<file path="config.mk">
export PLATFORM = sky130hd
export DESIGN_NAME = way_select
export DESIGN_NICKNAME = d
export VERILOG_FILES = /design/src/common/cache_pkg.sv /design/src/cache/way_select.sv
export SDC_FILE = /design/constraint.sdc
export NUM_CORES = 1
export LEC_CHECK = 0
export ABC_AREA = 1
export BUFFER_PORTS_ARGS = -buffer_cell sky130_fd_sc_hd__buf_4
export CORE_MARGIN = 3
export CORE_UTILIZATION = 31
export CTS_CLUSTER_SIZE = 14
export DETAILED_ROUTE_END_ITERATION = 6
export PLACE_DENSITY_LB_ADDON = 0.25
export SYNTH_ARGS = -nofsm -noshare
export SYNTH_HDL_FRONTEND = slang
export SYNTH_SLANG_ARGS = --single-unit
</file>
<file path="constraint.sdc">
create_clock -name clk -period 0.9 [get_ports clk]
set_input_delay 0.045 -clock clk [delete_from_list [all_inputs] [get_ports clk]]
set_output_delay 0.045 -clock clk [all_outputs]
set_load 0.1 [all_outputs]
</file>
<file path="src/common/cache_pkg.sv">
package cache_pkg;

    // cache geometry
    localparam int NUM_LINES      = 256;
    localparam int WORDS_PER_LINE = 4;

    // main memory has one bank per word of a line
    localparam int NUM_BANKS        = 4;
    localparam int MEM_BANK_DEPTH   = 8192;
    localparam int MEM_READ_LATENCY = 2;   // mem_read to valid data_out

    typedef logic [15:0] data_t;
    typedef logic [15:0] addr_t;
    typedef logic [4:0]  tag_t;
    typedef logic [7:0]  idx_t;
    typedef logic [2:0]  offset_t;
    typedef logic [1:0]  word_sel_t;    // word in a line and also the bank number
    typedef logic [12:0] bank_addr_t;   // word address inside one bank

    typedef enum logic [3:0] {
        IDLE,
        COMP_RD,
        COMP_WR,
        WB_0,
        WB_1,
        WB_2,
        WB_3,
        FILL_0,
        FILL_1,
        FILL_2,
        FILL_3,
        FILL_4,
        FILL_5
    } cntrl_state_t;

endpackage

</file>
<file path="src/cache/way_select.sv">
`timescale 1ns/1ps

module way_select (
    input  logic             clk,
    input  logic             rst,
    input  logic             sel_way,
    input  logic             flip_victim,
    input  logic             dirty_0,
    input  logic             dirty_1,
    input  cache_pkg::tag_t  tag_0,
    input  cache_pkg::tag_t  tag_1,
    input  cache_pkg::data_t data_0,
    input  cache_pkg::data_t data_1,
    output logic             victim,
    output logic             dirty_sel,
    output cache_pkg::tag_t  tag_sel,
    output cache_pkg::data_t data_sel
);

    // single bit replacement that flips once per completed fill
    always_ff @(posedge clk) begin
        if (rst) begin
            victim <= 1'b0;
        end else if (flip_victim) begin
            victim <= ~victim;
        end
    end

    // sel_way is the hitting way at lookup and the chosen way during a miss
    assign dirty_sel = sel_way ? dirty_1 : dirty_0;
    assign tag_sel   = sel_way ? tag_1   : tag_0;
    assign data_sel  = sel_way ? data_1  : data_0;

endmodule

</file>
Yosys cells after proc, flatten, opt, wreduce, memory -nomap -nowiden
Index checks and enable logic that the tools add are counted.
{"block": "op_classes", "muxes": 3, "bitwise_logic": 1}
{"cell": "$mux 16", "count": 1}
{"cell": "$mux 5", "count": 1}
{"cell": "$mux 1", "count": 1}
{"cell": "$not 1->1", "count": 1}
{"block": "word_totals", "ff_bits": 1, "output_inout_bits": 23, "elab_cells": 5}

Depth between registers and ports, before layout
Gate-level depths: netlist (run 1).
{"block": "logic_depth", "ltp_word": 1, "ltp_mapped": 4, "depth_no_buf": 3}

Worst setup path before layout (run 1)
No wires, ideal clock.
{"block": "synth_path", "path_type": "input -> output", "startpoint": "in sel_way", "endpoint": "out data_sel[15]", "arrival_time_ns": 2.299, "t_required_ns": 0.855, "path_slack_ns": -1.444, "cell_stages": 2, "n_path_buf": 1, "path_cell_list": "buf_6 > o21ai_0"}
{"block": "synth_via", "elab_chain_cells": 1}
{"element": "start, declared", "line_no": "way_select.sv:6", "rtl": "input logic sel_way,"}
{"element": "$mux 16", "line_no": "way_select.sv:32", "rtl": "assign data_sel = sel_way ? data_1 : data_0;"}
{"element": "end, declared", "line_no": "way_select.sv:17", "rtl": "output cache_pkg::data_t data_sel"}
Every way passes these cells.

Final worst setup path (run 1)
{"block": "layout_path", "startpoint": "in sel_way", "endpoint": "out tag_sel[3]"}
{"block": "layout_via", "elab_chain_cells": 1}
{"element": "$mux 5", "line_no": "way_select.sv:31", "rtl": "assign tag_sel = sel_way ? tag_1 : tag_0;"}
{"element": "end, declared", "line_no": "way_select.sv:16", "rtl": "output cache_pkg::tag_t tag_sel,"}
Every way passes these cells.

==> flow_metrics.env, run 1 <==
export IMPL_drt_initial_drc_count=3
export IMPL_rsz0062_at_grt="false"
export IMPL_globalplace_congestion=0.641
export IMPL_fill_cells=69
export IMPL_grt_first_pass_wirelength_um=2730
export IMPL_yosysTopAreaCellShare=0.356
export IMPL_grt_pass1_vias=689
export IMPL_drv_slew=0
export IMPL_highest_layer="met3"
export IMPL_crit_family="buffers and inverters"
export IMPL_hold_viol_final=0
export IMPL_antenna_found_initial=0
export IMPL_fmax_mhz=1160
export IMPL_layout_min_cycle_time_ns=0.864
export IMPL_grt_usage=0.172
export IMPL_wl_um=1790
export IMPL_boundaryPins=71
export IMPL_final_core_util=0.880
export IMPL_syn_to_final_growth_pct=154
export IMPL_finalSetupViolCount=0
export IMPL_grt_max_degree=22
export IMPL_irDropWorstVdd_uv=733
export IMPL_yosys_area_share_adder=0
export IMPL_num_vias=711
export IMPL_dr_pass1_iters=4
export IMPL_drive_gt1_frac=0.676
export IMPL_instances_no_fill=160
export IMPL_dr_wl_met3_um=177
export IMPL_insertion_delay_ns=0
export IMPL_synthXorXnorAreaFrac=0
export IMPL_syn_inst=77
export IMPL_arrival_ns=0.82
export IMPL_seq_area_um2=23.8
export IMPL_p_leak_nw=0.650
export IMPL_synthSimpleGateAreaFrac=0.219
export IMPL_swShare=0.659
export IMPL_clk_pin_slew_ns=0
export IMPL_synth_distinct_cells=10
export IMPL_slew_headroom=0.814
export IMPL_cp_data_required_time_ns=0.85
export IMPL_yosysTopAreaCell="o21ai_2"
export IMPL_rows=13
export IMPL_hp_class="primary input to flop"
export IMPL_wl_per_cell_um=11.2
export IMPL_cp_start_kind="primary input"
export IMPL_multi_input_area_um2=430
export IMPL_p_clk_frac=0
export IMPL_ys_ff_latch=1
export IMPL_status="completed"
export IMPL_power_switching_mw=0.822
export IMPL_top_regs="victim (1)"
export IMPL_largest_register="victim"
export IMPL_port_buffers=70
export IMPL_syn_num_nets=125
export IMPL_power_frac_seq=0.041
export IMPL_ant_nets=0
export IMPL_critical_path_class="primary input to output port"
export IMPL_synth_top_family_by_area="compound AO/OA/AOI/OAI gates"
export IMPL_cp_max_fo=20
export IMPL_fin_skew_ns=0
export IMPL_layout_nets=195
export IMPL_hold_buffers=0
export IMPL_drv_cap=0
export IMPL_seq_area_frac_synth=0.0428
export IMPL_placed_cells=160
export IMPL_drc=0
export IMPL_largest_reg_flops=1
export IMPL_die_area_um2=2010
export IMPL_die_height_um=44.9
export IMPL_post_route_period_util=0.960
export IMPL_die_x_um=44.9
export IMPL_num_antenna_cells=0
export IMPL_power_internal_mw=0.424
export IMPL_vias_per_cell=4.44
export IMPL_hpwl_um=1530
export IMPL_crit_chain="buf_4 > buf_12 > nand2_1 > o21ai_4 > buf_4"
export IMPL_max_stage_delay_ns=0.30
export IMPL_end_kind="output port"
export IMPL_core_region_area_um2=1350
export IMPL_synth_compound_area_frac=0.388
export IMPL_p_per_area_nw_per_um2=1050
export IMPL_grt_ovfl_total=0
export IMPL_wl_met1_um=526
export IMPL_r2r_setup_slack_ns=0.32
export IMPL_synth_area_per_cell_um2=6.08
export IMPL_met2_length_um=1080
export IMPL_synth_area_top_cells="o21ai_2 36%, inv_1 18%, nand2_1 18%"
export IMPL_critPathMostFrequentCell="buf_4"
export IMPL_synth_warnings=0
export IMPL_p_comb_frac=0.959
export IMPL_fin_hold_ws_ns=0.278
export IMPL_syn_area_um2=468
export IMPL_muxShareOfSynthArea=0
export IMPL_worstMarginPinSlew_ns=0.281
export IMPL_crit_buf_inv=3
export IMPL_critPathSlowestCell="buf_4"
export IMPL_initial_core_util=0.347
==> cell usage after synthesis <==
| library cell | n |
|---|---|
| buf_6 | 2 |
| inv_1 | 23 |
| o21ai_2 | 19 |
| o21ai_0 | 3 |
| buf_8 | 1 |
| nand2_1 | 22 |
| buf_12 | 2 |
| nand2_2 | 2 |
| dfxtp_1 | 1 |
| nor2_1 | 2 |
==> cell type report <==
| class | count | share of cell area |
|---|---|---|
| multi-input combinational | 48 | 0.362 |
| sequential | 1 | 0.0200 |
| inverter | 23 | 0.0726 |
| timing repair buffer | 73 | 0.529 |
| tap | 15 | 0.0158 |
==> worst min-delay path, stage by stage <==
cell and delay (ns):
buf_4 0.07, inv_1 0.03, nand2_1 0.05, nor2_1 0.04
==> layer usage <==
layer  global-route usage  up-vias
met3               0.0199        0
met2                0.381       35
met4                    0        0
met5                    0        -
met1                0.174      313
li1                     -      363
==> placed cells by master (no fill, tap or decap), drive strengths merged <==
master / count
buf: 73
dfxtp: 1
inv: 23
nand2: 24
nor2: 2
o21ai: 22
==> worst paths after layout <==
kind,from,endpoint,cells past startpoint
max,sel_way,tag_sel[3],5
min reg2reg,victim,victim,2
max reg2reg,victim,victim,3
min,rst,victim,4
==> repair_timing <==
action / CTS / global route
gates cloned: 0 / 0
gates resized for setup: 6 / 9
pin swaps: 0 / 0
setup buffers: 0 / 0
hold endpoints to repair: 0 / 0
endpoints found under the setup margin: 6 / 9
==> stage by stage <==
stage | total power [mW] | setup slack, ns | setup TNS, ns | instance area [um2]
final | 1.25 | 0.0362 | 0 | 1190
after CTS | 1.22 | 0.000628 | 0 | 1150
after global routing | 1.29 | 0.00307 | 0 | 1190
after detailed placement | 1.21 | -0.0131 | -0.0283 | 1130
after global placement | 1.19 | 0.0241 | 0 | 1130
after floorplan | 0.927 | -0.150 | -0.834 | 627
==> cell families (layout without fill, tap and decap cells) <==
logic type,Yosys count,count (layout)
AND/OR/NAND/NOR,26,26
buffers and inverters,28,96
flip-flops,1,1
AO/OA/AOI/OAI,22,22
==> power by group through the flow <==
stage | sequential [mW] | clock (mW) | combinational, mW
floorplan | 0.0770 | 0 | 0.850
global placement | 0.0506 | 0 | 1.14
detailed placement | 0.0509 | 0 | 1.15
CTS | 0.0510 | 0 | 1.17
global route | 0.0514 | 0 | 1.24
finish | 0.0508 | 0 | 1.20
No activity file was read; power rests on OpenSTA's default activity.
==> run 2: changes to the inputs <==
- CELL_PAD_IN_SITES_DETAIL_PLACEMENT: unset -> 1
- CELL_PAD_IN_SITES_GLOBAL_PLACEMENT: unset -> 1
- CORE_ASPECT_RATIO: unset -> 1.2
- CORE_UTILIZATION: 31 -> 17
- SLEW_MARGIN: unset -> 20
==> run 2 against run 1 <==
Register-to-register slack about the same; largest cell class unchanged; cell count up 11%; routed wire length up 9.2%; sequential power about the same; die area up 70%; maximum frequency up 1.3%; global-route usage down 6.1 points; first-iteration DRC count down 33%; clock skew unchanged; flip-flop and latch count unchanged.
==> flow_metrics.env, run 2 (same netlist as run 1, synthesis figures left out) <==
export IMPL_critPathSlowestCell="buf_4"
export IMPL_p_clk_frac=0
export IMPL_arrival_ns=0.81
export IMPL_fin_skew_ns=0
export IMPL_cp_start_kind="primary input"
export IMPL_power_frac_seq=0.040
export IMPL_clk_pin_slew_ns=0
export IMPL_boundaryPins=71
export IMPL_dr_wl_met3_um=283
export IMPL_reg2reg_from="victim"
export IMPL_wl_per_cell_um=11.0
export IMPL_power_internal_mw=0.434
export IMPL_hp_start="rst"
export IMPL_finalPower_mw=1.26
export IMPL_post_route_period_util=0.947
export IMPL_end_kind="output port"
export IMPL_worstMarginPinSlew_ns=0.279
export IMPL_insertion_delay_ns=0
export IMPL_initial_core_util=0.182
export IMPL_die_x_um=53.9
export IMPL_status="completed"
export IMPL_p_leak_nw=0.654
export IMPL_fill_cells=327
export IMPL_drv_slew=0
export IMPL_rows=20
export IMPL_port_buffers=70
export IMPL_grt_max_degree=21
export IMPL_fin_hold_ws_ns=0.271
export IMPL_swShare=0.656
export IMPL_largest_register="victim"
export IMPL_globalplace_congestion=0.607
export IMPL_slew_headroom=0.816
export IMPL_drv_cap=0
export IMPL_cp_data_required_time_ns=0.85
export IMPL_final_core_util=0.476
export IMPL_crit_chain="buf_4 > buf_4 > nand2_1 > o21ai_4 > buf_4"
export IMPL_syn_to_final_growth_pct=162
export IMPL_p_per_area_nw_per_um2=1030
export IMPL_grt_ovfl_total=0
export IMPL_hold_viol_final=0
export IMPL_drive_gt1_frac=0.676
export IMPL_grt_usage=0.111
export IMPL_power_switching_mw=0.828
export IMPL_met2_length_um=1170
export IMPL_vias_per_cell=4.12
export IMPL_irDropWorstVdd_uv=444
export IMPL_highest_layer="met3"
export IMPL_wl_um=1950
export IMPL_final_cell_mix="52 x buf_4, 23 x inv_1, 22 x nand2_1"
export IMPL_grt_first_pass_wirelength_um=2990
export IMPL_antenna_found_initial=0
export IMPL_hpwl_um=1700
export IMPL_drc=0
export IMPL_grt_pass1_vias=755
export IMPL_top_regs="victim (1)"
export IMPL_drt_initial_drc_count=2
export IMPL_num_antenna_cells=0
export IMPL_cp_max_fo=5
export IMPL_worst_r2r_endpoint="victim"
export IMPL_layout_min_cycle_time_ns=0.853
export IMPL_critical_path_class="primary input to output port"
export IMPL_largest_reg_flops=1
export IMPL_fmax_mhz=1170
export IMPL_r2r_setup_slack_ns=0.33
export IMPL_dr_pass1_iters=2
export IMPL_holdPathStages=4
export IMPL_rsz0062_at_grt="false"
export IMPL_ant_nets=0
export IMPL_final_common_cell="buf_4"
export IMPL_p_comb_frac=0.960
export IMPL_reg2reg_depth=2
export IMPL_critPathMostFrequentCell="buf_4"
export IMPL_num_vias=733
export IMPL_worst_hold_path_endpoint="victim"
export IMPL_core_region_area_um2=2580
export IMPL_finalSetupViolCount=0
export IMPL_hp_class="primary input to flop"
export IMPL_layout_nets=195
export IMPL_die_height_um=63.5
export IMPL_die_area_um2=3420
export IMPL_max_stage_delay_ns=0.30
export IMPL_wl_met1_um=497
run 2: per-stage QoR:
step           std cells  cell area [um2]  TNS, ns  worst slack (ns)
6_report             178             1230        0            0.0474
5_1_grt              178             1230        0          0.000711
4_1_cts              178             1200        0           0.00117
3_5_place_dp         178             1150  -0.0527           -0.0172
3_3_place_gp         178             1150        0            0.0162
2_1_floorplan         77              627   -0.834            -0.150
run 2: worst max-delay path by stage:
stage                       start            to  slack [ns]
after floorplan           sel_way  data_sel[13]       -0.15
after global placement    sel_way    tag_sel[1]        0.02
after detailed placement  sel_way   data_sel[5]       -0.02
after CTS                 sel_way  data_sel[11]       0.001
after global routing      sel_way  data_sel[12]      0.0007
final                     sel_way  data_sel[12]        0.05
run 2: what timing repair did:
item / CTS / global route
setup endpoints to repair: 11 / 8
hold buffers: 0 / 0
resized for setup: 11 / 8
setup buffers: 0 / 0
pin swaps: 0 / 0
run 2: area by class of cell:
| class | count | area [um2] | share of cell area |
|---|---|---|---|
| repair buffers | 73 | 644 | 0.526 |
| multi-input cells | 48 | 430 | 0.351 |
| inverters | 23 | 86.3 | 0.0704 |
| flip-flops and latches | 1 | 23.8 | 0.0194 |
| well taps | 33 | 41.3 | 0.0337 |
run 2: power by group through the flow:
stage | registers, mW | logic, mW | clock network, mW
finish | 0.0508 | 1.21 | 0
CTS | 0.0510 | 1.20 | 0
detailed placement | 0.0510 | 1.16 | 0
global placement | 0.0506 | 1.14 | 0
global route | 0.0517 | 1.26 | 0
floorplan | 0.0770 | 0.850 | 0
run 2: worst max-delay path, delay by kind of cell:
kind                   cells  cell delay [ns]
AO/OA/AOI/OAI              1             0.06
buffers and inverters      3             0.60
AND/OR/NAND/NOR            1             0.10
run 2: metal layers:
| metal | up-vias | global-route usage |
|---|---|---|
| met5 | - | 0 |
| met1 | 329 | 0.0871 |
| li1 | 362 | - |
| met3 | 0 | 0.0331 |
| met4 | 0 | 0 |
| met2 | 42 | 0.248 |
==> run 3: changes to the inputs <==
- CELL_PAD_IN_SITES_DETAIL_PLACEMENT: 1 -> 0
==> run 3 against run 2 <==
Hold slack worse by 0.0029 ns; critical path depth unchanged; via count down 5.7%; maximum frequency about the same; sequential share of layout area about the same; final area down 0.92%; first-iteration DRC count down 50%; core utilization down 0.44 points; sequential power about the same; combinational power about the same; largest cell class unchanged.
==> flow_metrics.env, run 3 (same netlist as run 1, synthesis figures left out) <==
export IMPL_fmax_mhz=1170
export IMPL_largest_register="victim"
export IMPL_layout_nets=195
export IMPL_wl_um=1590
export IMPL_final_core_util=0.471
export IMPL_grt_ovfl_total=0
export IMPL_placed_cells=178
export IMPL_crit_chain="buf_4 > buf_12 > nand2_1 > o21ai_2 > buf_4"
export IMPL_instances_no_fill=178
export IMPL_num_vias=691
export IMPL_crit_family="buffers and inverters"
export IMPL_initial_core_util=0.182
export IMPL_dr_pass1_iters=2
export IMPL_critPathSlowestCell="buf_4"
export IMPL_reg2reg_from="victim"
export IMPL_core_region_area_um2=2580
export IMPL_boundaryPins=71
export IMPL_arrival_ns=0.81
export IMPL_grt_first_pass_wirelength_um=2230
export IMPL_largest_reg_flops=1
export IMPL_hp_class="primary input to flop"
export IMPL_port_buffers=70
export IMPL_slew_headroom=0.811
export IMPL_grt_usage=0.0791
export IMPL_cp_max_fo=20
export IMPL_drt_initial_drc_count=1
export IMPL_drc=0
export IMPL_vias_per_cell=3.88
export IMPL_final_cell_mix="55 x buf_4, 23 x inv_1, 22 x nand2_1"
export IMPL_rsz0062_at_grt="false"
export IMPL_irDropWorstVdd_uv=542
export IMPL_layout_min_cycle_time_ns=0.852
export IMPL_post_route_period_util=0.947
export IMPL_finalSetupViolCount=0
export IMPL_insertion_delay_ns=0
export IMPL_critical_path_class="primary input to output port"
export IMPL_clk_pin_slew_ns=0
export IMPL_die_height_um=63.5
export IMPL_die_area_um2=3420
export IMPL_drv_cap=0
export IMPL_p_per_area_nw_per_um2=1020
export IMPL_antenna_found_initial=0
export IMPL_status="completed"
export IMPL_critPathMostFrequentCell="buf_4"
export IMPL_die_x_um=53.9
export IMPL_postCtsSetupBuffers=0
export IMPL_grt_max_degree=21
export IMPL_worstMarginPinSlew_ns=0.285
export IMPL_grt_pass1_vias=603
export IMPL_hp_start="rst"
export IMPL_max_stage_delay_ns=0.30
export IMPL_globalplace_congestion=0.607
export IMPL_drv_slew=0
export IMPL_cp_start_kind="primary input"
export IMPL_final_common_cell="buf_4"
export IMPL_wl_per_cell_um=8.94
export IMPL_num_antenna_cells=0
export IMPL_cp_startpoint="sel_way"
export IMPL_hold_viol_final=0
export IMPL_ant_nets=0
export IMPL_cp_data_required_time_ns=0.85
export IMPL_hpwl_um=1440
export IMPL_syn_to_final_growth_pct=160
export IMPL_end_kind="output port"
export IMPL_rows=20
export IMPL_drive_gt1_frac=0.676
export IMPL_crit_buf_inv=3
export IMPL_p_leak_nw=0.651
export IMPL_finalPower_mw=1.25
export IMPL_fin_skew_ns=0
export IMPL_top_regs="victim (1)"
export IMPL_tns_ns=0
-- run 3: changes by cell type in the layout (fill, tap and decap cells not counted) --
cell / delta
buf_6: -3
buf_4: +3
-- run 3: layout make-up --
class / count / area, um2
fill: 256 / 1360
timing repair buffer: 73 / 633
multi-input combinational: 48 / 430
inverter: 23 / 86.3
tap: 33 / 41.3
sequential: 1 / 23.8
-- run 3: timing repair --
item,in CTS,in global routing
hold buffers,0,0
endpoints found under the setup margin,0,16
gates resized for setup,0,16
-- run 3: path summary, 6_finish.rpt --
| path | endpoint | slack, ns | depth (start not counted) |
|---|---|---|---|
| min reg2reg | victim | 0.48 | 2 |
| max | dirty_sel | 0.05 | 5 |
| max reg2reg | victim | 0.33 | 2 |
| min | victim | 0.27 | 4 |
-- run 3: stage by stage --
stage	worst slack [ns]	instance area [um2]	hold slack, ns
2_1_floorplan	-0.150	627	0.173
3_3_place_gp	0.0162	1150	0.266
3_5_place_dp	0.00733	1150	0.272
4_1_cts	0.00220	1150	0.272
5_1_grt	0.00355	1210	0.315
6_report	0.0476	1210	0.268
-- run 3: layer usage --
layer	GRT usage	up-vias	part of all wire
met5	0	-	0
met4	0	0	0
met3	0.00946	0	0.15
met2	0.167	42	0.53
met1	0.0800	287	0.32
li1	-	362	-
-- run 3: worst reg2reg max path, delay by kind of cell, from the launching register on --
| kind | cells | cell delay (ns) |
|---|---|---|
| flip-flops | 1 | 0.32 |
| AND/OR/NAND/NOR | 2 | 0.14 |
-- run 3: where the power goes --
group / internal, mW / leakage (nW) / switching, mW
combinational: 0.378 / 0.642 / 0.816
sequential: 0.0485 / 0.00891 / 0.00228
clock: 0 / 0 / 0
total: 0.427 / 0.651 / 0.819
