$ cat config.mk
export PLATFORM = sky130hd
export DESIGN_NAME = cache_cntrl_assoc
export DESIGN_NICKNAME = d
export VERILOG_FILES = /design/src/common/cache_pkg.sv /design/src/cache/cache_cntrl_assoc.sv
export SDC_FILE = /design/constraint.sdc
export NUM_CORES = 1
export LEC_CHECK = 0
export BUFFER_PORTS_ARGS = -buffer_cell sky130_fd_sc_hd__buf_2
export CAP_MARGIN = 0
export CORE_ASPECT_RATIO = 1.75
export CORE_MARGIN = 2
export CORE_UTILIZATION = 39
export DETAILED_ROUTE_END_ITERATION = 10
export PLACE_DENSITY_LB_ADDON = 0.3
export SETUP_SLACK_MARGIN = 0.3
export SYNTH_ARGS = -nofsm -noshare
export SYNTH_HDL_FRONTEND = slang
export SYNTH_SLANG_ARGS = --single-unit
$ cat constraint.sdc
create_clock -name clk -period 3.54 [get_ports clk]
set_input_delay 0.708 -clock clk [delete_from_list [all_inputs] [get_ports clk]]
set_output_delay 0.708 -clock clk [all_outputs]
set_load 0.01 [all_outputs]
$ cat src/common/cache_pkg.sv
package cache_pkg;

    // cache geometry
    localparam int NUM_LINES      = 256;
    localparam int WORDS_PER_LINE = 4;

    // main memory has one bank per word of a line
    localparam int NUM_BANKS        = 4;
    localparam int MEM_BANK_DEPTH   = 8192;
    localparam int MEM_READ_LATENCY = 2;   // mem_read to valid data_out

    typedef logic [15:0] data_t;
    typedef logic [15:0] addr_t;
    typedef logic [4:0]  tag_t;
    typedef logic [7:0]  idx_t;
    typedef logic [2:0]  offset_t;
    typedef logic [1:0]  word_sel_t;    // word in a line and also the bank number
    typedef logic [12:0] bank_addr_t;   // word address inside one bank

    typedef enum logic [3:0] {
        IDLE,
        COMP_RD,
        COMP_WR,
        WB_0,
        WB_1,
        WB_2,
        WB_3,
        FILL_0,
        FILL_1,
        FILL_2,
        FILL_3,
        FILL_4,
        FILL_5
    } cntrl_state_t;

endpackage

$ cat src/cache/cache_cntrl_assoc.sv
`timescale 1ns/1ps

module cache_cntrl_assoc (
    input  logic              clk,
    input  logic              rst,
    input  logic              rd,
    input  logic              wr,
    input  cache_pkg::addr_t  addr,
    input  cache_pkg::data_t  data_in,
    input  logic              hit_0,
    input  logic              hit_1,
    input  logic              valid_0,
    input  logic              valid_1,
    input  logic              victim,
    input  logic              dirty_sel,
    input  cache_pkg::tag_t   tag_sel,
    input  cache_pkg::data_t  data_sel,
    input  cache_pkg::data_t  mem_data_out,
    output logic              en_0,
    output logic              en_1,
    output logic              comp,
    output logic              write,
    output logic              valid_in,
    output cache_pkg::tag_t   tag,
    output cache_pkg::idx_t   idx,
    output cache_pkg::offset_t offset,
    output cache_pkg::data_t  cache_data_in,
    output logic              sel_way,
    output logic              flip_victim,
    output cache_pkg::addr_t  mem_addr,
    output cache_pkg::data_t  mem_data_in,
    output logic              mem_write,
    output logic              mem_read,
    output cache_pkg::data_t  data_out,
    output logic              done,
    output logic              stall,
    output logic              cache_hit
);

    cache_pkg::cntrl_state_t state;
    cache_pkg::cntrl_state_t nxt_state;

    logic                 way_q;         // way picked at the COMP cycle
    logic                 way_choice;
    logic                 valid_choice;
    logic                 hit_any;
    logic                 fill_rd;
    logic                 fill_wr;
    logic [3:0]           wb_pos;
    logic [3:0]           fill_pos;
    cache_pkg::word_sel_t req_word;
    cache_pkg::word_sel_t wb_word;
    cache_pkg::word_sel_t rd_word;
    cache_pkg::word_sel_t wr_word;
    cache_pkg::data_t     data_temp;

    assign hit_any  = hit_0 | hit_1;
    assign req_word = addr[2:1];

    // word numbers follow directly from the position inside the WB and FILL runs
    assign wb_pos   = state - cache_pkg::WB_0;
    assign fill_pos = state - cache_pkg::FILL_0;
    assign wb_word  = wb_pos[1:0];
    assign rd_word  = fill_pos[1:0];
    assign wr_word  = fill_pos[1:0] - 2'd2;   // fill data lags the read by two cycles

    assign fill_rd = (state == cache_pkg::FILL_0) || (state == cache_pkg::FILL_1) ||
                     (state == cache_pkg::FILL_2) || (state == cache_pkg::FILL_3);
    assign fill_wr = (state == cache_pkg::FILL_2) || (state == cache_pkg::FILL_3) ||
                     (state == cache_pkg::FILL_4) || (state == cache_pkg::FILL_5);

    // hitting way first, then an empty way, then the victim
    always_comb begin
        if (hit_any) begin
            way_choice = hit_1;
        end else if (!valid_0) begin
            way_choice = 1'b0;
        end else if (!valid_1) begin
            way_choice = 1'b1;
        end else begin
            way_choice = victim;
        end
    end

    assign valid_choice = way_choice ? valid_1 : valid_0;

    always_ff @(posedge clk) begin
        if (rst) begin
            state <= cache_pkg::IDLE;
            way_q <= 1'b0;
        end else begin
            state <= nxt_state;
            if (state == cache_pkg::COMP_RD || state == cache_pkg::COMP_WR) begin
                way_q <= way_choice;
            end
        end
    end

    // keeps the requested word once it has gone past on the memory bus
    always_ff @(posedge clk) begin
        if (fill_wr && wr_word == req_word) begin
            data_temp <= mem_data_out;
        end
    end

    always_comb begin
        nxt_state     = state;
        en_0          = 1'b0;
        en_1          = 1'b0;
        comp          = 1'b0;
        write         = 1'b0;
        valid_in      = 1'b0;
        tag           = addr[15:11];
        idx           = addr[10:3];
        offset        = addr[2:0];
        cache_data_in = data_in;
        sel_way       = way_q;
        flip_victim   = 1'b0;
        mem_addr      = '0;
        mem_data_in   = data_sel;
        mem_write     = 1'b0;
        mem_read      = 1'b0;
        data_out      = data_temp;
        done          = 1'b0;
        stall         = 1'b1;
        cache_hit     = 1'b0;

        case (state)
            cache_pkg::IDLE: begin
                stall = 1'b0;
                if (rd) begin
                    nxt_state = cache_pkg::COMP_RD;
                end else if (wr) begin
                    nxt_state = cache_pkg::COMP_WR;
                end
            end
            cache_pkg::COMP_RD, cache_pkg::COMP_WR: begin
                en_0      = 1'b1;
                en_1      = 1'b1;
                comp      = 1'b1;
                write     = (state == cache_pkg::COMP_WR);
                sel_way   = way_choice;   // on a miss this exposes the victim's dirty bit
                data_out  = data_sel;
                done      = hit_any;
                cache_hit = hit_any;
                if (hit_any) begin
                    nxt_state = cache_pkg::IDLE;
                end else if (valid_choice && dirty_sel) begin
                    nxt_state = cache_pkg::WB_0;
                end else begin
                    nxt_state = cache_pkg::FILL_0;
                end
            end
            cache_pkg::WB_0, cache_pkg::WB_1, cache_pkg::WB_2, cache_pkg::WB_3: begin
                offset    = {wb_word, 1'b0};
                mem_addr  = {tag_sel, addr[10:3], wb_word, 1'b0};
                mem_write = 1'b1;
                nxt_state = cache_pkg::cntrl_state_t'(state + 4'd1);   // WB_3 runs into FILL_0
            end
            cache_pkg::FILL_0, cache_pkg::FILL_1, cache_pkg::FILL_2,
            cache_pkg::FILL_3, cache_pkg::FILL_4, cache_pkg::FILL_5: begin
                if (fill_rd) begin
                    mem_read = 1'b1;
                    mem_addr = {addr[15:3], rd_word, 1'b0};
                end
                if (fill_wr) begin
                    en_0     = ~way_q;
                    en_1     = way_q;
                    write    = 1'b1;
                    valid_in = 1'b1;
                    offset   = {wr_word, 1'b0};
                    cache_data_in = (wr && wr_word == req_word) ? data_in : mem_data_out;
                    data_out      = (rd && wr_word == req_word) ? mem_data_out : data_temp;
                end
                if (state == cache_pkg::FILL_5) begin
                    // the tag is already in place, so a write hits here and marks the line dirty
                    comp        = wr;
                    flip_victim = 1'b1;
                    done        = 1'b1;
                    nxt_state   = cache_pkg::IDLE;
                end else begin
                    nxt_state = cache_pkg::cntrl_state_t'(state + 4'd1);
                end
            end
            default: begin
                nxt_state = cache_pkg::IDLE;
            end
        endcase
    end

endmodule

# [Yosys cells after proc, flatten, opt, wreduce, memory -nomap -nowiden]
# Cells that the tools add are included.
[op_classes] add_sub_neg=4 eq_ne=14 n_mux=38 n_bitwise=2 n_reduce_logical=15
[op_table] cell="$mux 16" n=6
[op_table] cell="$pmux 16 s2" n=2
[op_table] cell="$eq 4x4->1 const B" n=5
[op_table] cell="$mux 1" n=17
[op_table] cell="$eq 4x3->1 const B" n=4
[op_table] cell="$pmux 4 s4" n=1
[op_table] cell="$mux 4" n=3
[op_table] cell="$pmux 1 s2" n=5
[op_table] cell="$mux 3" n=3
[op_table] cell="$eq 4x2->1 const B" n=2
[op_table] cell="$logic_or 1x1->1" n=7
[op_table] cell="$pmux 3 s2" n=1
[op_table] cell="$reduce_or 6->1" n=1
[op_table] cell="$sub 2x2->2 const B" n=3
[op_table] cell="$add 4x1->4 const B" n=1
[op_table] cell="$eq 4x1->1 const B" n=1
[op_table] cell="$logic_and 1x1->1" n=4
[op_table] cell="$logic_not 4->1" n=1
[op_table] cell="$reduce_or 4->1" n=1
[op_table] cell="$ne 3x3->1 const B" n=1
[op_table] cell="$eq 2x2->1" n=1
[op_table] cell="$reduce_or 2->1" n=1
[op_table] cell="$not 1->1" n=1
[op_table] cell="$or 1x1->1" n=1
[totals] register_bits=21 inputBits=79 wordCells=76

# [Depth between registers and ports, before layout]
# Gate-level depths: netlist (run 1).
[logic_depth] word_depth=8 depth_mapped=9 ltp_nobuf=7

# [Worst setup path before layout (run 1)]
# OpenSTA, ideal clock, no wires.
[synth_timing] path_type="reg-to-output" startpoint="reg state[0]" endpoint="out cache_data_in[10]" t_arrival_ns=2.227 setup_slack_ns=0.605 path_stages_with_launch=10 path_buffers=3 cell_sequence="dfxtp_1 buf_2 inv_1 ha_1 or4_4 nand3_4 a21o_2 buf_6 buf_8 mux2_2"
[synth_between] elab_chain_len=7 elab_cells_between_ends=17
[synth_rtl] element="start: declaration" line_no="cache_cntrl_assoc.sv:40" source="cache_pkg::cntrl_state_t state;"
[synth_rtl] element="start signal: assignment" line_no="cache_cntrl_assoc.sv:89" source="state <= cache_pkg::IDLE;"
[synth_rtl] element="start signal: assignment" line_no="cache_cntrl_assoc.sv:92" source="state <= nxt_state;"
[synth_rtl] element="$sub 2x2->2" line_no="cache_cntrl_assoc.sv:62" source="assign fill_pos = state - cache_pkg::FILL_0;"
[synth_rtl] element="$sub 2x2->2" line_no="cache_cntrl_assoc.sv:65" source="assign wr_word = fill_pos[1:0] - 2'd2;"
[synth_rtl] element="$eq 2x2->1" line_no="cache_cntrl_assoc.sv:172" source="cache_data_in = (wr && wr_word == req_word) ? data_in : mem_data_out;"
[synth_rtl] element="$logic_and 1x1->1" line_no="cache_cntrl_assoc.sv:172"
[synth_rtl] element="$mux 16" line_no="cache_cntrl_assoc.sv:172"
[synth_rtl] element="$mux 16" line_no="cache_cntrl_assoc.sv:166" source="if (fill_wr) begin"
[synth_rtl] element="$mux 16 *" line_no="cache_cntrl_assoc.sv:128" source="case (state)"
[synth_rtl] element="end: declaration" line_no="cache_cntrl_assoc.sv:27" source="output cache_pkg::data_t cache_data_in,"
# Mark *: on every way between the ends. The rest lies on a longest branch, timed or not.

# [Worst setup path in the final report (run 1)]
[layout_timing] startpoint="reg state[0]" endpoint="out data_out[2]"
[layout_between] elab_chain_len=7 elab_cells_between_ends=20
[layout_rtl] element="$sub 2x2->2" line_no="cache_cntrl_assoc.sv:62"
[layout_rtl] element="$sub 2x2->2" line_no="cache_cntrl_assoc.sv:65"
[layout_rtl] element="$eq 2x2->1" line_no="cache_cntrl_assoc.sv:173" source="data_out = (rd && wr_word == req_word) ? mem_data_out : data_temp;"
[layout_rtl] element="$logic_and 1x1->1" line_no="cache_cntrl_assoc.sv:173"
[layout_rtl] element="$mux 16" line_no="cache_cntrl_assoc.sv:173"
[layout_rtl] element="$mux 16" line_no="cache_cntrl_assoc.sv:166"
[layout_rtl] element="$pmux 16 s2 *" line_no="cache_cntrl_assoc.sv:128"
[layout_rtl] element="end: declaration" line_no="cache_cntrl_assoc.sv:34" source="output cache_pkg::data_t data_out,"
# Marks and branches as above.

==> out/metrics.csv, run 1 <==
metric,value,unit
Ports,171,
hold depth,2,
CP required,2.83,ns
CP Data Arrival Time,2.39,ns
first drt pass iteration count,4,
YS warnings,0,
Post-Route WL,5820,um
Area Overhead vs Synth,39.7,%
post-layout util,56.3,%
pin count of the biggest net entering global routing,21,
peak supply drop,267,uV
Die Width,58.2,um
sequential area share after synthesis,28.9,%
TritonCTS clock tree,done,
GR Layer Usage met3,1.31,%
Post-synth EDFFs,16,
number of DRC markers in iteration 0,51,
share of layout cells above drive strength 1,62.8,%
initial antenna violation count,0,
clock slew seen by the registers of the worst setup and hold paths,0.07,ns
Setup CP Type,reg -> out,
vias per std cell,5.17,
NetSw,0.491,mW
crit path time final,3.10,ns
Power Internal,0.714,mW
Synth top area share,23.9,%
Setup crit end kind,output pin,
Cells after Synth,208,
largest area contributor in the netlist,edfxtp_1,
Highest Clock Rate,323,MHz
die height,98.9,um
GPL Wtd Cong,0.905,
top post-synthesis cells by area,"edfxtp_1 (24%), buf_4 (12%), mux2_2 (9.0%)",
Worst-Skew Late Latency,0.26,ns
RSZ-0062 raised after global routing,no,
fin crit share,87.5,%
count of cell types in the netlist,47,
Worst path top cell family by delay,simple AND/OR/NAND/NOR gates,
GRT Max-Usage Layer,met2,
Syn Area/Cell,9.65,um^2
grt total ovfl,0,
# DRC,0,
status,finished clean,
worst reg2reg path depth,7,
Setup Total Neg Slack,0,ns
met1 Use GR,21.8,%
hold path start,state[1],
Bufs and invs on worst path,3,
Slew headroom,58.6,%
# hold bufs at CTS,0,
antenna-violating nets left,0,
post-synthesis net count,292,
die area,5760,um^2
starting density of the core,40.3,%
most common library cells after synthesis,"buf_4 (32), and2_1 (18), edfxtp_1 (16), mux2_2 (16)",
MaxCap Viol Count,0,
Clock Power Share,12.7,%
number of synthesized register bits,21,
final hold violations,0,
Setup crit start kind,flip-flop,
Avg WL per Cell,14.3,um
"reg-to-reg slack, setup",1.12,ns
Rows,34,
IO buf count,169,
core area,4980,um^2
Final #Nets,437,
top-count cell post-synth,buf_4,
power density over the cells,430,nW/um^2
htree depth,1,
global-route wire length before repair,8870,um
Critical Path Slowest Stage Cell,or4_4,
Inserted Clock Buffers,3,
n_diodes,0,
Mapped Area,2010,um^2
CTS root buffer,clkbuf_8,
worst clock skew,0.00391,ns
worst r2r src,state[0],
via count,2097,
GRT Total Usage,19.9,%
Filler Cell Count,464,
crit path cell chain,"buf_4, ha_2, or4_4, nand3_4, nor3_4, buf_12, a221o_2, buf_2",
Max stage delay on crit path,0.50,ns
clk sinks,21,
DP HPWL,4700,um
RR Endpoint,state[0],
Flop pwr share,24.5,%
CP max FO,16,
Leak,1.43,nW
vias in the first global route,1933,
net switching fraction of the power,40.7,%
Slew @ Worst Pin,0.612,ns
final slew viol count,0,
Logic pwr share,62.8,%
Setup Viol. Count Final,0,
deepest clock path buffer count,2,
worst hold path type,reg -> reg,
"FFs w/ async S/R, synth",0,%
Most used DFF post-synth,edfxtp_1,
met2 GRT Util,37.8,%
Worst Hold End,state[1],
-- kinds of logic after synthesis --
logic type,Yosys count,synth area share (%)
simple gates,62,17.8
compound gates,51,22.4
buf+inv,48,16.9
flops,21,28.9
mux,16,8.98
fa+ha+maj,5,3.12
xor+xnor,4,1.75
other cells,1,0.187
-- metal layers --
| metal | wire length (um) | part of all wire, % | up-vias |
|---|---|---|---|
| met5 | 0 | 0 | - |
| met4 | 140 | 2.4 | 0 |
| met3 | 454 | 7.8 | 13 |
| met2 | 3090 | 53 | 134 |
| met1 | 2140 | 37 | 922 |
| li1 | - | - | 1028 |
-- flip-flops by register name, summed over array words and instances (netlist names) --
name and cells:
way_q 1, state 4, data_temp 16
-- metrics by stage --
stage               cell area [um^2]  cells  power [mW]  hold WS [ns]  setup WS, ns
floorplan                       2010    208       0.771         0.502         0.605
global placement                2640    394       0.999         0.538         0.297
detailed placement              2640    394        1.01         0.547         0.247
CTS                             2740    401        1.20         0.562         0.335
global route                    2800    406        1.30         0.540         0.323
finish                          2800    406        1.21         0.522         0.441
-- timing repair --
| item | 4_1_cts | 5_1_grt |
|---|---|---|
| setup endpoints to repair | 44 | 43 |
| buffers inserted | 2 | 5 |
| gates resized for setup | 5 | 5 |
| pin swaps | 1 | 2 |
| endpoints found under the hold margin | 0 | 0 |
| gates cloned | 1 | 0 |
-- cell type report --
class	count	area, um^2	share of cell area [%]
tap	54	67.6	2.41
inverter	8	32.5	1.16
multi-input combinational	140	1130	40.2
clock buffer	4	45.0	1.61
sequential	21	586	20.9
timing repair buffer	179	946	33.7
-- worst register-to-register path, delay by kind of cell, from the launching register on --
kind	cells	cell delay (ns)
fa+ha+maj	1	0.27
simple gates	1	0.35
flops	1	0.38
buf+inv	2	0.30
compound gates	3	0.99
-- power groups by stage --
stage	Combinational, mW	Clock [mW]	Sequential (mW)
after global routing	0.835	0.169	0.296
after CTS	0.746	0.160	0.298
final	0.757	0.154	0.295
after detailed placement	0.705	0	0.302
after floorplan	0.480	0	0.291
after global placement	0.697	0	0.301
-- layout by cell type, fill, tap and decap left out, drive strengths merged, types with 5 or more instances in the layout --
cell type	count
ha	5
a22o	5
o21ai	5
nor2b	9
inv	8
a21oi	5
nor2	11
and2	18
edfxtp	16
buf	179
a221o	17
dfxtp	5
mux2	16
nand2	11
-- worst max path at each step --
stage,start,to,slack (ns),cells after the start
2_1_floorplan,state[0],cache_data_in[10],0.61,9
3_3_place_gp,state[0],cache_data_in[12],0.30,7
3_5_place_dp,state[0],cache_data_in[12],0.25,7
4_1_cts,state[0],cache_data_in[12],0.34,7
5_1_grt,state[0],offset[2],0.32,7
6_report,state[0],data_out[2],0.44,8
No activity file was read; power rests on OpenSTA's default activity.
==> inputs of run 2 (changes only) <==
==> constraint.sdc (replaced) <==
create_clock -name clk -period 3.54 [get_ports clk]
set_input_delay 0.531 -clock clk [delete_from_list [all_inputs] [get_ports clk]]
set_output_delay 0.531 -clock clk [all_outputs]
set_load 0.01 [all_outputs]
==> run 2 against run 1 <==
Setup slack got worse by 0.031 ns; clock power about the same; die area is the same; cell area decreased by 1.7%; via count rose by 1.2%; global-route usage down 0.053 points; power shrank 1.1%; first-iteration DRC count is 22% higher; combinational power fell by 2%; utilization down 0.93 points; worst hold slack got worse by 0.041 ns; sequential cell count stayed put; highest routed layer unchanged.
==> out/metrics.csv, run 2 (synthesized netlist as in run 1, its figures left out) <==
metric,value,unit
status,finished clean,
RSZ-0062 raised after global routing,yes,
worst clock skew,0.00172,ns
clk sinks,21,
CP max FO,16,
initial antenna violation count,0,
Inserted Clock Buffers,3,
Largest regs,"data_temp x16, state x4, way_q x1",
post-layout util,55.4,%
MaxCap Viol Count,0,
CP required,3.01,ns
die height,98.9,um
Largest register FFs,16,
via count,2123,
Area Overhead vs Synth,37.3,%
# hold bufs at CTS,0,
IO buf count,169,
core area,4980,um^2
"commonest non-fill, non-tap cells in the layout","buf_2 (169), and2_1 (18), mux2_2 (16), edfxtp_1 (16)",
peak supply drop,258,uV
vias in the first global route,1960,
highest routed metal layer,met4,
CP Data Arrival Time,2.60,ns
power density over the cells,433,nW/um^2
n_diodes,0,
Setup Viol. Count Final,0,
Rows,34,
CTS root buffer,clkbuf_8,
Setup Total Neg Slack,0,ns
worst hold path type,in -> reg,
worst hold slack,0.480,ns
fin crit share,88.4,%
deepest clock path buffer count,2,
Die Width,58.2,um
"most common cell after layout, fill and taps aside",buf_2,
global-route wire length before repair,9000,um
Filler Cell Count,483,
"Most flops, register",data_temp,
Post-Route WL,5810,um
total power,1.19,mW
crit path time final,3.13,ns
final hold violations,0,
DP HPWL,4830,um
Leak,1.41,nW
Setup crit end kind,output pin,
met2 WL,3180,um
# DRC,0,
Slew @ Worst Pin,0.628,ns
TritonCTS clock tree,done,
final slew viol count,0,
clock slew seen by the registers of the worst setup and hold paths,0.07,ns
starting density of the core,40.3,%
GRT Total Usage,19.9,%
wl on met1,2030,um
die area,5760,um^2
WL met3,485,um
Worst-Skew Late Latency,0.25,ns
first drt pass iteration count,4,
Setup CP Type,reg -> out,
Slew headroom,58.0,%
GPL Wtd Cong,0.857,
Setup crit start kind,flip-flop,
vias per std cell,5.28,
share of layout cells above drive strength 1,61.8,%
number of DRC markers in iteration 0,62,
Ports,171,
antenna-violating nets left,0,
Avg WL per Cell,14.5,um
Highest Clock Rate,320,MHz
Final #Nets,433,
htree depth,1,
grt total ovfl,0,
pin count of the biggest net entering global routing,21,
-- run 2: cell count changes in the layout (fill, tap and decap cells not counted) --
cell,change
a211oi_2,-1
a211oi_4,+1
a21o_4,-1
buf_12,-1
buf_4,-2
dfxtp_1,+1
dfxtp_4,-1
ha_1,+2
ha_2,-2
nor3_1,-1
nor3_2,+1
-- run 2: worst paths after layout --
kind         cells past startpoint            start          endpoint  slack, ns
max                              7         state[0]  cache_data_in[6]       0.41
min                              1  mem_data_out[8]      data_temp[8]       0.48
min reg2reg                      2         state[1]          state[1]       0.56
max reg2reg                      7         state[0]          state[0]       1.15
-- run 2: repair_timing --
item / CTS / global route
pin swaps: 1 / 1
setup endpoints to repair: 34 / 13
gates resized for setup: 4 / 3
setup buffers: 1 / 4
cloned: 0 / 0
-- run 2: routing by layer --
| metal | track usage, % | vias up |
|---|---|---|
| met1 | 20.8 | 962 |
| met4 | 6.08 | 0 |
| met3 | 1.57 | 11 |
| met5 | 0 | - |
| met2 | 39.6 | 132 |
| li1 | - | 1018 |
-- run 2: through the flow --
stage / area [um^2] / setup slack [ns] / std cells
2_1_floorplan: 2010 / 0.782 / 208
5_1_grt: 2760 / 0.292 / 402
4_1_cts: 2720 / 0.360 / 398
6_report: 2760 / 0.410 / 402
3_5_place_dp: 2630 / 0.405 / 393
3_3_place_gp: 2630 / 0.475 / 393
-- run 2: final cells by class --
class / count / area [um^2] / share of cell area [%]
clock buffer: 4 / 45.0 / 1.63
tap: 54 / 67.6 / 2.45
multi-input combinational: 139 / 1120 / 40.6
inverter: 8 / 32.5 / 1.18
sequential: 21 / 582 / 21.1
timing repair buffer: 176 / 911 / 33.0
-- run 2: power by group --
part / leakage, nW / total [mW] / switching (mW) / internal (mW)
logic: 1.21 / 0.742 / 0.394 / 0.348
clock network: 0.0228 / 0.152 / 0.0723 / 0.0800
registers: 0.185 / 0.299 / 0.0216 / 0.277
total: 1.41 / 1.19 / 0.488 / 0.704
-- run 2: worst max-delay path: stages (launching register included) --
cell,delay [ns]
dfxtp_2,0.44
inv_1,0.11
ha_1,0.29
or4_4,0.55
nand3_4,0.17
a21o_4,0.25
mux2_2,0.38
buf_2,0.14
==> inputs of run 3 (changes only) <==
--- a/config.mk
+++ b/config.mk
@@ -5,12 +5,12 @@
 export SDC_FILE = /design/constraint.sdc
 export NUM_CORES = 1
 export LEC_CHECK = 0
-export BUFFER_PORTS_ARGS = -buffer_cell sky130_fd_sc_hd__buf_2
 export CAP_MARGIN = 0
 export CORE_ASPECT_RATIO = 1.75
 export CORE_MARGIN = 2
-export CORE_UTILIZATION = 39
+export CORE_UTILIZATION = 50
 export DETAILED_ROUTE_END_ITERATION = 10
+export DONT_BUFFER_PORTS = 1
 export PLACE_DENSITY_LB_ADDON = 0.3
 export SETUP_SLACK_MARGIN = 0.3
 export SYNTH_ARGS = -nofsm -noshare
==> run 3 against run 2 <==
Clock power grew 3%; combinational power shrank 29%; highest routed layer unchanged; routed wire length shrank 16%; critical path type unchanged.
==> out/metrics.csv, run 3 (synthesized netlist as in run 1, its figures left out) <==
metric,value,unit
deepest clock path buffer count,2,
Worst path top cell family by delay,simple AND/OR/NAND/NOR gates,
Slew headroom,54.6,%
Area Overhead vs Synth,-7.23,%
worst clock skew,0.00388,ns
Bufs and invs on worst path,1,
antenna-violating nets left,0,
pin count of the biggest net entering global routing,22,
Placed Instance Area,1780,um^2
vias in the first global route,1458,
Rows,30,
htree depth,1,
Die Width,51.9,um
Avg WL per Cell,21.8,um
number of DRC markers in iteration 0,35,
Worst-Skew Late Latency,0.26,ns
CTS root buffer,clkbuf_8,
RSZ-0062 raised after global routing,no,
GPL Wtd Cong,0.880,
crit path time final,3.03,ns
"reg-to-reg slack, setup",0.87,ns
clk sinks,21,
die area,4560,um^2
Ports,171,
GRT Total Usage,20.0,%
starting density of the core,51.9,%
fin crit share,85.6,%
Leak,0.689,nW
Filler Cell Count,370,
Setup CP Type,reg -> out,
IO buf count,0,
Largest register FFs,16,
CP Data Arrival Time,2.50,ns
"commonest non-fill, non-tap cells in the layout","and2_1 (18), mux2_2 (16), edfxtp_1 (16)",
Max stage delay on crit path,0.55,ns
initial antenna violation count,0,
vias per std cell,6.72,
Slew @ Worst Pin,0.682,ns
hold depth,1,
worst hold slack,0.341,ns
final hold violations,0,
share of layout cells above drive strength 1,24.0,%
TritonCTS clock tree,done,
n_diodes,0,
Critical Path Slowest Stage Cell,or4_4,
global-route wire length before repair,6810,um
Final #Nets,260,
peak supply drop,316,uV
grt total ovfl,0,
DP HPWL,3960,um
worst hold path type,in -> reg,
die height,87.8,um
via count,1499,
Setup Total Neg Slack,0,ns
"most common cell after layout, fill and taps aside",and2_1,
worst reg2reg path depth,7,
area taken by multi-input logic gates,1110,um^2
Setup Viol. Count Final,0,
Post-Route WL,4870,um
Finished Cell Area,1860,um^2
Highest Clock Rate,330,MHz
"Most flops, register",data_temp,
CP required,3.01,ns
Setup crit start kind,flip-flop,
MaxCap Viol Count,0,
Inserted Clock Buffers,3,
Register Area,582,um^2
worst r2r src,state[0],
clock slew seen by the registers of the worst setup and hold paths,0.08,ns
RR Endpoint,state[0],
Setup crit end kind,output pin,
core area,3870,um^2
power density over the cells,527,nW/um^2
Worst Hold End,way_q,
final slew viol count,0,
# DRC,0,
Largest regs,"data_temp x16, state x4, way_q x1",
CP max FO,16,
status,finished clean,
first drt pass iteration count,4,
crit path cell chain,"inv_1, ha_1, or4_4, nand3_4, a21o_4, mux2_2",
hold path start,rst,
==> run 3: changes by cell type in the layout (fill, tap and decap cells not counted), sizes merged <==
| cell | before | now |
|---|---|---|
| clkinv | 0 | 1 |
| buf | 176 | 3 |
| clkbuf | 4 | 3 |
==> run 3: power by group <==
part / switching, mW / internal [mW]
clock: 0.0785 / 0.0783
sequential: 0.0206 / 0.277
combinational: 0.322 / 0.205
total: 0.422 / 0.560
==> run 3: layout make-up <==
cell class                 count  area share [%]
sequential                    21            31.2
timing repair buffer           3            1.88
multi-input combinational    139            59.4
tap                           48            3.23
inverter                       8            1.75
clock inverter                 1           0.269
clock buffer                   3            2.22
==> run 3: worst register-to-register path, stage by stage (launching register included) <==
cell and delay, ns:
dfxtp_2 0.45, inv_1 0.11, ha_1 0.30, nor3_1 0.41, a211oi_2 0.20, buf_4 0.24, o41ai_1 0.64, a22oi_1 0.18
==> run 3: stage by stage <==
stage | std cells | utilization, % | power (mW) | setup slack, ns
finish | 223 | 48.2 | 0.982 | 0.511
floorplan | 208 | - | 0.771 | 0.782
global placement | 218 | 45.9 | 0.792 | 0.591
CTS | 223 | 48.0 | 0.990 | 0.362
global route | 223 | 48.2 | 1.05 | 0.357
detailed placement | 218 | 45.9 | 0.804 | 0.497
==> run 3: how the worst max path moves through the flow <==
stage | depth (start not counted) | to | slack [ns] | start
2_1_floorplan | 9 | cache_data_in[10] | 0.78 | state[0]
3_3_place_gp | 6 | cache_data_in[15] | 0.59 | state[0]
3_5_place_dp | 6 | data_out[8] | 0.50 | state[0]
4_1_cts | 6 | cache_data_in[6] | 0.36 | state[0]
5_1_grt | 6 | offset[2] | 0.36 | state[0]
6_report | 6 | cache_data_in[15] | 0.51 | state[0]
==> run 3: per-layer routing <==
layer	vias up	wire length, um	GRT usage [%]
met5	-	0	0
met4	0	128	9.81
met3	14	508	3.07
met2	133	2690	39.5
met1	678	1540	19.0
li1	674	-	-
==> run 3: timing repair <==
action / CTS / global route
setup buffers: 1 / 0
hold buffers: 0 / 0
cloned: 0 / 0
pin swaps: 1 / 0
setup endpoints to repair: 32 / 37
resized for setup: 2 / 3
